### src/verilog/board_defs.svh
// register map, FIFO depth, debounce and ID constants; include wherever they are needed
`ifndef BOARD_DEFS_SVH
`define BOARD_DEFS_SVH

// event buffer
`define BOARD_FIFO_DEPTH 8

// debounce sample period in clock cycles and samples that must agree
`define BOARD_DEBOUNCE_RATE 156000
`define BOARD_DEBOUNCE_N 4

// value returned by the ID register
`define BOARD_ID 32'hB0A5_0001

// wishbone word addresses
`define REG_ID       3'd0
`define REG_STATUS   3'd1
`define REG_EVT_TS   3'd2
`define REG_EVT_DATA 3'd3
`define REG_GPIO     3'd4
`define REG_LED      3'd5

`endif

### src/verilog/board_pkg.sv
// shared types for the board-status block; referenced by scoped name from each module
package board_pkg;

    // SGMII PCS/PMA status vector, bit 0 is link_status
    typedef struct packed {
        logic [1:0] pause;
        logic       remote_fault;
        logic       duplex;
        logic [1:0] speed;
        logic [1:0] remote_fault_encdg;
        logic       phy_link_status;
        logic       rxnotintable;
        logic       rxdisperr;
        logic       rudi_invalid;
        logic       rudi_i;
        logic       rudi_c;
        logic       link_sync;
        logic       link_status;
    } pcs_status_fields_t;

    // field view for decode, byte view for the LED debug display
    typedef union packed {
        pcs_status_fields_t  fields;
        logic [1:0][7:0]     bytes;
    } pcs_status_u;

    // one recorded status change
    typedef struct packed {
        logic [15:0] timestamp;
        pcs_status_u status;
    } event_t;

    // buttons and switches, same order as the board pins
    typedef struct packed {
        logic       btnu;
        logic       btnl;
        logic       btnd;
        logic       btnr;
        logic       btnc;
        logic [3:0] sw;
    } gpio_t;

    // wishbone classic master request
    typedef struct packed {
        logic        cyc;
        logic        stb;
        logic        we;
        logic [2:0]  adr;
        logic [31:0] dat;
    } wb_req_t;

    // wishbone classic slave response
    typedef struct packed {
        logic        ack;
        logic [31:0] dat;
    } wb_rsp_t;

endpackage

### src/verilog/debounce_switch.sv
// synchronizes and debounces the push buttons and switches before the host sees them
`timescale 1ns/1ps
`include "board_defs.svh"

module debounce_switch #(
    parameter int WIDTH = $bits(board_pkg::gpio_t),
    parameter int N     = `BOARD_DEBOUNCE_N,
    parameter int RATE  = `BOARD_DEBOUNCE_RATE
) (
    input  logic              clk_125mhz_i,
    input  logic              arst_n_i,
    input  board_pkg::gpio_t  in_i,
    output board_pkg::gpio_t  out_o
);

    localparam int CNT_W = (RATE > 1) ? $clog2(RATE) : 1;

    logic [WIDTH-1:0] in_bits;
    logic [WIDTH-1:0] sync0_q;
    logic [WIDTH-1:0] sync1_q;
    logic [WIDTH-1:0] out_q;
    logic [CNT_W-1:0] cnt_q;
    logic             sample;
    logic [N-1:0]     hist_q [WIDTH];

    assign in_bits = in_i;

    // one sample strobe every RATE cycles
    assign sample = (cnt_q == CNT_W'(RATE - 1));

    always_ff @(posedge clk_125mhz_i or negedge arst_n_i) begin
        if (!arst_n_i) begin
            sync0_q <= '0;
            sync1_q <= '0;
            cnt_q   <= '0;
        end else begin
            // two-flop synchronizer on the raw pins
            sync0_q <= in_bits;
            sync1_q <= sync0_q;
            if (sample) begin
                cnt_q <= '0;
            end else begin
                cnt_q <= cnt_q + 1'b1;
            end
        end
    end

    always_ff @(posedge clk_125mhz_i or negedge arst_n_i) begin
        if (!arst_n_i) begin
            out_q <= '0;
            for (int i = 0; i < WIDTH; i++) begin
                hist_q[i] <= '0;
            end
        end else if (sample) begin
            for (int i = 0; i < WIDTH; i++) begin
                hist_q[i] <= {hist_q[i][N-2:0], sync1_q[i]};
                // only move once the whole history agrees
                if (&hist_q[i]) begin
                    out_q[i] <= 1'b1;
                end else if (~|hist_q[i]) begin
                    out_q[i] <= 1'b0;
                end
            end
        end
    end

    assign out_o = out_q;

endmodule

### src/verilog/pcs_status_monitor.sv
// watches the PCS status vector and emits a time-stamped record for every change
`timescale 1ns/1ps

module pcs_status_monitor (
    input  logic                    clk_125mhz_i,
    input  logic                    arst_n_i,
    input  board_pkg::pcs_status_u  status_i,
    output board_pkg::event_t       evt_o,
    output logic                    evt_valid_o,
    input  logic                    evt_ready_i,
    output board_pkg::pcs_status_u  live_o,
    output logic [7:0]              drop_count_o
);

    logic [15:0]            ts_q;
    board_pkg::pcs_status_u status_q;
    board_pkg::pcs_status_u last_q;
    board_pkg::event_t      evt_q;
    logic                   evt_valid_q;
    logic [7:0]             drop_q;
    logic                   changed;

    // registered value differs from the one before it
    assign changed = (status_q != last_q);

    always_ff @(posedge clk_125mhz_i or negedge arst_n_i) begin
        if (!arst_n_i) begin
            ts_q        <= '0;
            status_q    <= '0;
            last_q      <= '0;
            evt_valid_q <= 1'b0;
            drop_q      <= '0;
        end else begin
            // free-running cycle counter for timestamps
            ts_q     <= ts_q + 16'd1;
            status_q <= status_i;
            // previous value follows even when the event is lost
            last_q   <= status_q;

            // single item in flight, offered for exactly one cycle
            evt_valid_q <= changed;

            // buffer full at push time, count the loss
            if (evt_valid_q && !evt_ready_i && (drop_q != 8'hff)) begin
                drop_q <= drop_q + 8'd1;
            end
        end
    end

    // stamp with the cycle the change was first seen
    always_ff @(posedge clk_125mhz_i) begin
        if (changed) begin
            evt_q.timestamp <= ts_q;
            evt_q.status    <= status_q;
        end
    end

    assign evt_o        = evt_q;
    assign evt_valid_o  = evt_valid_q;
    assign live_o       = status_q;
    assign drop_count_o = drop_q;

endmodule

### src/verilog/event_fifo.sv
// first-word-fall-through queue holding status events until the host reads them
`timescale 1ns/1ps
`include "board_defs.svh"

module event_fifo #(
    parameter int DEPTH = `BOARD_FIFO_DEPTH
) (
    input  logic                       clk_125mhz_i,
    input  logic                       arst_n_i,
    input  logic                       push_i,
    input  board_pkg::event_t          push_data_i,
    output logic                       push_ready_o,
    input  logic                       pop_i,
    output board_pkg::event_t          head_o,
    output logic                       empty_o,
    output logic [$clog2(DEPTH):0]     count_o
);

    localparam int PTR_W = (DEPTH > 1) ? $clog2(DEPTH) : 1;
    localparam int CNT_W = $clog2(DEPTH) + 1;

    board_pkg::event_t mem [DEPTH];
    logic [PTR_W-1:0]  wr_ptr_q;
    logic [PTR_W-1:0]  rd_ptr_q;
    logic [CNT_W-1:0]  count_q;
    logic              full;
    logic              empty;
    logic              do_push;
    logic              do_pop;

    assign full    = (count_q == CNT_W'(DEPTH));
    assign empty   = (count_q == '0);
    assign do_push = push_i && !full;
    // pop on an empty queue does nothing
    assign do_pop  = pop_i && !empty;

    always_ff @(posedge clk_125mhz_i) begin
        if (do_push) begin
            mem[wr_ptr_q] <= push_data_i;
        end
    end

    always_ff @(posedge clk_125mhz_i or negedge arst_n_i) begin
        if (!arst_n_i) begin
            wr_ptr_q <= '0;
            rd_ptr_q <= '0;
            count_q  <= '0;
        end else begin
            if (do_push) begin
                wr_ptr_q <= (wr_ptr_q == PTR_W'(DEPTH - 1)) ? '0 : wr_ptr_q + 1'b1;
            end
            if (do_pop) begin
                rd_ptr_q <= (rd_ptr_q == PTR_W'(DEPTH - 1)) ? '0 : rd_ptr_q + 1'b1;
            end
            case ({do_push, do_pop})
                2'b10:   count_q <= count_q + 1'b1;
                2'b01:   count_q <= count_q - 1'b1;
                default: count_q <= count_q;
            endcase
        end
    end

    // head is read straight out of the array
    assign head_o       = mem[rd_ptr_q];
    assign empty_o      = empty;
    assign push_ready_o = !full;
    assign count_o      = count_q;

endmodule

### src/verilog/wb_status_regs.sv
// wishbone classic register block: live status, event readout, GPIO and LED control
`timescale 1ns/1ps
`include "board_defs.svh"

module wb_status_regs (
    input  logic                                clk_125mhz_i,
    input  logic                                arst_n_i,
    input  board_pkg::wb_req_t                  wb_i,
    output board_pkg::wb_rsp_t                  wb_o,
    input  board_pkg::event_t                   head_i,
    input  logic                                empty_i,
    input  logic [$clog2(`BOARD_FIFO_DEPTH):0]  count_i,
    input  board_pkg::pcs_status_u              live_i,
    input  logic [7:0]                          drop_count_i,
    input  board_pkg::gpio_t                    gpio_i,
    output logic                                pop_o,
    output logic [7:0]                          led_o
);

    logic        req;
    logic        ack_q;
    logic        pop_q;
    logic [31:0] dat_q;
    logic [31:0] rd_data;
    logic [7:0]  led_val_q;
    logic        debug_q;
    logic        byte_sel_q;

    // new request, not yet answered
    assign req = wb_i.cyc && wb_i.stb && !ack_q;

    always_comb begin
        rd_data = '0;
        case (wb_i.adr)
            `REG_ID: begin
                rd_data = `BOARD_ID;
            end
            `REG_STATUS: begin
                rd_data[0]     = live_i.fields.link_status;
                rd_data[1]     = live_i.fields.link_sync;
                rd_data[2]     = live_i.fields.duplex;
                rd_data[3]     = live_i.fields.remote_fault;
                rd_data[4]     = live_i.fields.phy_link_status;
                rd_data[6:5]   = live_i.fields.speed;
                rd_data[11:8]  = count_i;
                rd_data[23:16] = drop_count_i;
            end
            `REG_EVT_TS: begin
                rd_data[15:0] = empty_i ? 16'h0 : head_i.timestamp;
            end
            `REG_EVT_DATA: begin
                // valid flag plus status word, all zero when nothing queued
                rd_data[16]   = !empty_i;
                rd_data[15:0] = empty_i ? 16'h0 : head_i.status;
            end
            `REG_GPIO: begin
                rd_data[8:0] = gpio_i;
            end
            `REG_LED: begin
                rd_data[9:0] = {byte_sel_q, debug_q, led_val_q};
            end
            default: begin
                rd_data = '0;
            end
        endcase
    end

    always_ff @(posedge clk_125mhz_i or negedge arst_n_i) begin
        if (!arst_n_i) begin
            ack_q      <= 1'b0;
            pop_q      <= 1'b0;
            led_val_q  <= '0;
            debug_q    <= 1'b0;
            byte_sel_q <= 1'b0;
        end else begin
            // single-cycle ack, no wait states
            ack_q <= req;
            // pop lines up with the ack of an event read
            pop_q <= req && !wb_i.we && (wb_i.adr == `REG_EVT_DATA) && !empty_i;
            if (req && wb_i.we && (wb_i.adr == `REG_LED)) begin
                led_val_q  <= wb_i.dat[7:0];
                debug_q    <= wb_i.dat[8];
                byte_sel_q <= wb_i.dat[9];
            end
        end
    end

    // read data captured with the request
    always_ff @(posedge clk_125mhz_i) begin
        if (req) begin
            dat_q <= wb_i.we ? 32'h0 : rd_data;
        end
    end

    assign wb_o.ack = ack_q;
    assign wb_o.dat = dat_q;
    assign pop_o    = pop_q;

    // debug mode mirrors one byte of the live status vector
    assign led_o = debug_q ? live_i.bytes[byte_sel_q] : led_val_q;

endmodule

### src/verilog/board_status_top.sv
// board-status top level: status monitor, event buffer, debouncer and host registers
`timescale 1ns/1ps
`include "board_defs.svh"

module board_status_top #(
    parameter int DEBOUNCE_RATE = `BOARD_DEBOUNCE_RATE
) (
    input  logic                    clk_125mhz_i,
    input  logic                    arst_n_i,
    input  board_pkg::pcs_status_u  status_i,
    input  board_pkg::gpio_t        gpio_i,
    input  board_pkg::wb_req_t      wb_i,
    output board_pkg::wb_rsp_t      wb_o,
    output logic [7:0]              led_o
);

    board_pkg::event_t                   evt;
    logic                                evt_valid;
    logic                                evt_ready;
    board_pkg::event_t                   head;
    logic                                empty;
    logic [$clog2(`BOARD_FIFO_DEPTH):0]  count;
    logic                                pop;
    board_pkg::pcs_status_u              live;
    logic [7:0]                          drop_count;
    board_pkg::gpio_t                    gpio_stable;

    debounce_switch #(
        .WIDTH ($bits(board_pkg::gpio_t)),
        .N     (`BOARD_DEBOUNCE_N),
        .RATE  (DEBOUNCE_RATE)
    ) debounce_switch_inst (
        .clk_125mhz_i (clk_125mhz_i),
        .arst_n_i     (arst_n_i),
        .in_i         (gpio_i),
        .out_o        (gpio_stable)
    );

    pcs_status_monitor status_monitor_inst (
        .clk_125mhz_i (clk_125mhz_i),
        .arst_n_i     (arst_n_i),
        .status_i     (status_i),
        .evt_o        (evt),
        .evt_valid_o  (evt_valid),
        .evt_ready_i  (evt_ready),
        .live_o       (live),
        .drop_count_o (drop_count)
    );

    // push is valid and ready in the same cycle, gated inside the FIFO
    event_fifo #(
        .DEPTH (`BOARD_FIFO_DEPTH)
    ) event_fifo_inst (
        .clk_125mhz_i (clk_125mhz_i),
        .arst_n_i     (arst_n_i),
        .push_i       (evt_valid),
        .push_data_i  (evt),
        .push_ready_o (evt_ready),
        .pop_i        (pop),
        .head_o       (head),
        .empty_o      (empty),
        .count_o      (count)
    );

    wb_status_regs status_regs_inst (
        .clk_125mhz_i (clk_125mhz_i),
        .arst_n_i     (arst_n_i),
        .wb_i         (wb_i),
        .wb_o         (wb_o),
        .head_i       (head),
        .empty_i      (empty),
        .count_i      (count),
        .live_i       (live),
        .drop_count_i (drop_count),
        .gpio_i       (gpio_stable),
        .pop_o        (pop),
        .led_o        (led_o)
    );

endmodule

### config.mk
export PLATFORM = sky130hd
export DESIGN_NAME = board_status_top
export DESIGN_NICKNAME = d
export VERILOG_FILES = /design/src/verilog/board_pkg.sv /design/src/verilog/debounce_switch.sv /design/src/verilog/pcs_status_monitor.sv /design/src/verilog/event_fifo.sv /design/src/verilog/wb_status_regs.sv /design/src/verilog/board_status_top.sv
export VERILOG_INCLUDE_DIRS = /design/src /design/src/verilog
export SDC_FILE = /design/constraint.sdc
export NUM_CORES = 1
export LEC_CHECK = 0
export ABC_AREA = 1
export BUFFER_PORTS_ARGS = -buffer_cell sky130_fd_sc_hd__buf_2
export CORE_MARGIN = 2
export CORE_UTILIZATION = 35
export DETAILED_ROUTE_END_ITERATION = 7
export SLEW_MARGIN = 10
export SYNTH_ARGS = -nofsm -noshare
export SYNTH_HDL_FRONTEND = slang
export SYNTH_SLANG_ARGS = --single-unit
export TNS_END_PERCENT = 100
### constraint.sdc
create_clock -name clk_125mhz_i -period 7 [get_ports clk_125mhz_i]
set_input_delay 0.35 -clock clk_125mhz_i [delete_from_list [all_inputs] [get_ports clk_125mhz_i]]
set_output_delay 0.35 -clock clk_125mhz_i [all_outputs]
set_load 0.005 [all_outputs]
==> impl_metrics.csv <==
group,metric,value,unit
floorplan,die_area,0.0577,mm²
floorplan,die_w,240,µm
floorplan,pin_count,106,
setup_path,timing.reg2reg.setup_slack,3860,ps
yosys,postSynth.asyncResetShare,0.338,
floorplan,core-area,0.0551,mm²
global_route,gr-usage-all-layers,0.155,
power,worst_ir_drop_vdd,211,µV
global_route,globalRouteOverflowTotal,0,
setup_path,critPathSlowestCell,"sky130_fd_sc_hd__buf_4",
clock_tree,clk_pin_slew,60,ps
sta,layout_min_cycle_time,3140,ps
power,power_density,339,mW/mm²
yosys,synth_edf_count,313,
clock_tree,clk-insertion-delay-late,580,ps
route,detailedRoute.firstIterationViolations,1040,
clock_tree,cts_inserted_buffers,49,
global_route,first_global_vias,12497,
setup_path,r2r-end,"status_regs_inst.dat_q[1]$_SDFFCE_PP0N_",
final_layout,layout-drive-gt1-share,0.107,
yosys,synth_cell_type_count,38,
global_route,grt_start_max_net_pins,85,
min_path,min_delay_endpoint,"status_regs_inst.led_val_q[3]$_DFFE_PN0P_",
setup_path,rr_worst_depth,10,
clock_tree,cts_setup_buffers,0,
floorplan,start_util,0.354,
setup_path,startpoint_of_the_most_critical_register_to_register_path,"event_fifo_inst.rd_ptr_q[0]$_DFFE_PN0P_",
setup_path,critical-path-max-stage-delay,770,ps
setup_path,critPathTopFamily,"buffers and inverters",
yosys,syn_area,0.0195,mm²
final_layout,most-common-layout-cells,"sky130_fd_sc_hd__nand2_1 (476), sky130_fd_sc_hd__edfxtp_1 (313), sky130_fd_sc_hd__inv_1 (215)",
min_path,timing.hold.worst.start,"wb_i[3]",
sta,fmax,318,MHz
clock_tree,tritoncts_clock_tree,"yes",
setup_path,timing.critical_path.mode_cell,"sky130_fd_sc_hd__nand3_1",
clock_tree,clkSinkCount,473,
sta,period_share,0.449,
setup_path,end_kind,"flop",
clock_tree,hold_buffers,30,
sta,setup_viol,0,
route,detail_route.vias_per_cell,4.68,
route,first_pass_iters,5,
final_layout,final_net_count,2012,
setup_path,worst_ep_required,7340,ps
route,totalWireLength,44.2,mm
floorplan,rows,86,
place,dp.final_hpwl,25.7,mm
yosys,top_flip_flop_cell_by_instance_count_after_synthesis,"sky130_fd_sc_hd__edfxtp_1",
global_route,wire_length_of_the_first_global_routing_pass,69.0,mm
clock_tree,post_cts.resized_instances,0,
clock_tree,ctsHtreeMaxLevel,2,
sta,rsz0062_at_grt,"no",
yosys,synth_seq_area_share,0.687,
final_layout,final_common_cell,"sky130_fd_sc_hd__nand2_1",
final_layout,syn_to_final_growth,15.5,%
sta,skew,13.9,ps
final_layout,antenna-diode-count,0,
power,report.power.total,7.64,mW
sta,final.setup.tns,0,ps
place,io_buffers,78,
clock_tree,clockBufferDepth,3,
run_status,outcome,"finished, final reports clean",
setup_path,timing.critical_path.cells,"clkinv_2 > buf_4 > buf_4 > nand2_1 > nand3_1 > nand3_1 > nand3_1 > nand3_1 > nand2_1 > inv_1",
route,routed-via-count,12747,
route,post_drt_wl_per_cell,16.2,µm
setup_path,timing.critical_path.buf_inv,4,
place,gp_routability_congestion,0.814,
sta,tightest_slew_margin_relative_to_the_limit,0.303,
floorplan,die_height,240,µm
job,maxCapViolations,0,
sta,max_slew.worst_pin.slew,1040,ps
setup_path,critical_path_class,"reg2reg",
yosys,synth-seq-cells,473,
setup_path,worstPathMaxFanout,84,
power,power.static_leakage,9.57,nW
yosys,synth_warnings,0,
sta,finalHoldViolations,0,
setup_path,setup.worst_path.start_class,"flop",
yosys,netlist_instances,1831,
route,ant_nets,0,
global_route,antenna_found_initial,0,
setup_path,worst-endpoint-arrival,3480,ps
min_path,min_path_cells,3,
min_path,hold_path.class,"in2reg",
route,drc_violations_left,0,
sta,drv_slew,0,
yosys,postSynthAreaPerCell,10.7,µm²
clock_tree,clock-root-buffer,"sky130_fd_sc_hd__clkbuf_16",
final_layout,fin_util,0.409,
==> metrics by stage <==
stage | std cells | instance area, µm² | setup slack, ps | hold WS (ps)
after floorplan | 1835 | 19500 | 4350 | 54.4
after global placement | 2604 | 20700 | 3890 | 332
after detailed placement | 2604 | 20700 | 3880 | 335
after CTS | 2724 | 22500 | 3860 | 1.83
after global routing | 2724 | 22500 | 3590 | 33.2
final | 2724 | 22500 | 3860 | 24.5
==> cell usage after synthesis, types with 2 or more instances <==
cell                       instances  area share
sky130_fd_sc_hd__inv_2             3     0.00058
sky130_fd_sc_hd__inv_1           218       0.042
sky130_fd_sc_hd__or2_2             6      0.0019
sky130_fd_sc_hd__nand4_1          26      0.0083
sky130_fd_sc_hd__mux2_2            2      0.0012
sky130_fd_sc_hd__nand3_1         191       0.049
sky130_fd_sc_hd__xor2_1           22      0.0099
sky130_fd_sc_hd__nand2_2           5      0.0016
sky130_fd_sc_hd__nor2_2            4      0.0013
sky130_fd_sc_hd__nor3_1            9      0.0023
sky130_fd_sc_hd__dfrtp_1         160        0.21
sky130_fd_sc_hd__nand2_1         476       0.092
sky130_fd_sc_hd__buf_4            11      0.0042
sky130_fd_sc_hd__nor2_1          153       0.029
sky130_fd_sc_hd__a21oi_1          15      0.0038
sky130_fd_sc_hd__ha_1             10      0.0064
sky130_fd_sc_hd__o21ai_2           4      0.0018
sky130_fd_sc_hd__o21ai_1          15      0.0038
sky130_fd_sc_hd__nand3_4           2      0.0018
sky130_fd_sc_hd__o21ai_0          92       0.024
sky130_fd_sc_hd__nor3b_1           2     0.00077
sky130_fd_sc_hd__buf_6             3      0.0017
sky130_fd_sc_hd__clkbuf_1         14      0.0027
sky130_fd_sc_hd__edfxtp_1        313        0.48
sky130_fd_sc_hd__buf_2            35      0.0090
sky130_fd_sc_hd__xnor2_1          18      0.0081
sky130_fd_sc_hd__buf_1            11      0.0021
==> worst max-delay path by stage <==
stage	to	cells past startpoint	slack, ps	start
2_1_floorplan	event_fifo_inst.mem[1][0]$_DFFE_PP_	6	4350	event_fifo_inst.count_o[1]$_DFFE_PN0P_
5_1_grt	status_regs_inst.dat_q[1]$_SDFFCE_PP0N_	10	3590	event_fifo_inst.rd_ptr_q[0]$_DFFE_PN0P_
4_1_cts	status_regs_inst.dat_q[1]$_SDFFCE_PP0N_	10	3860	event_fifo_inst.rd_ptr_q[0]$_DFFE_PN0P_
3_3_place_gp	status_regs_inst.dat_q[9]$_SDFFCE_PP0N_	10	3890	event_fifo_inst.rd_ptr_q[0]$_DFFE_PN0P_
6_report	status_regs_inst.dat_q[1]$_SDFFCE_PP0N_	10	3860	event_fifo_inst.rd_ptr_q[0]$_DFFE_PN0P_
3_5_place_dp	status_regs_inst.dat_q[9]$_SDFFCE_PP0N_	10	3880	event_fifo_inst.rd_ptr_q[0]$_DFFE_PN0P_
==> registers in the layout, summed over array words and instances, names as in the netlist <==
name / flops
debounce_switch_inst.sync1_q: 9
status_regs_inst.debug_q: 1
status_monitor_inst.evt_o: 32
status_regs_inst.byte_sel_q: 1
event_fifo_inst.mem: 256
event_fifo_inst.count_o: 4
status_regs_inst.dat_q: 25
event_fifo_inst.wr_ptr_q: 3
status_monitor_inst.last_q: 16
status_monitor_inst.drop_count_o: 8
debounce_switch_inst.sync0_q: 9
status_regs_inst.pop_o: 1
debounce_switch_inst.hist_q: 36
event_fifo_inst.rd_ptr_q: 3
debounce_switch_inst.cnt_q: 18
status_regs_inst.ack_q: 1
debounce_switch_inst.out_o: 9
status_monitor_inst.live_o: 16
status_monitor_inst.ts_q: 16
status_regs_inst.led_val_q: 8
status_monitor_inst.evt_valid_o: 1
==> metal layers <==
metal	up-vias	global-route usage	share of wire
met3	59	0.0231	0.047
met4	0	0.0484	0.023
met1	6233	0.203	0.44
met2	246	0.265	0.50
li1	6209	-	-
met5	-	0	0
==> where the power goes <==
part / internal [mW] / leakage, nW / total, mW / switching (mW)
registers: 3.52 / 4.98 / 3.71 / 0.193
clock network: 1.48 / 0.759 / 2.54 / 1.06
logic: 0.383 / 3.83 / 1.39 / 1.01
total: 5.39 / 9.57 / 7.64 / 2.25
==> logic make-up after synthesis <==
kind of cell / synth area share
other cells: 0.000192
flops: 0.687
xor+xnor: 0.0179
buf+inv: 0.0626
mux: 0.00115
simple gates: 0.191
compound gates: 0.0345
fa+ha+maj: 0.00641
==> tightest hold or removal path, delay by kind of cell <==
family / cells / cell delay [ps]
AND/OR/NAND/NOR: 1 / 40
buffers and inverters: 1 / 80
AO/OA/AOI/OAI: 1 / 90
==> final cells by class <==
type                    count  area, µm²
clock buffers              73       1390
clock inverters            17        178
fillers                  5255      32500
inverters                 222        837
multi-input cells        1066       4980
flip-flops and latches    473      13400
well taps                 748        936
repair buffers            125        825
Note: power is estimated with default switching activity, not from simulation.
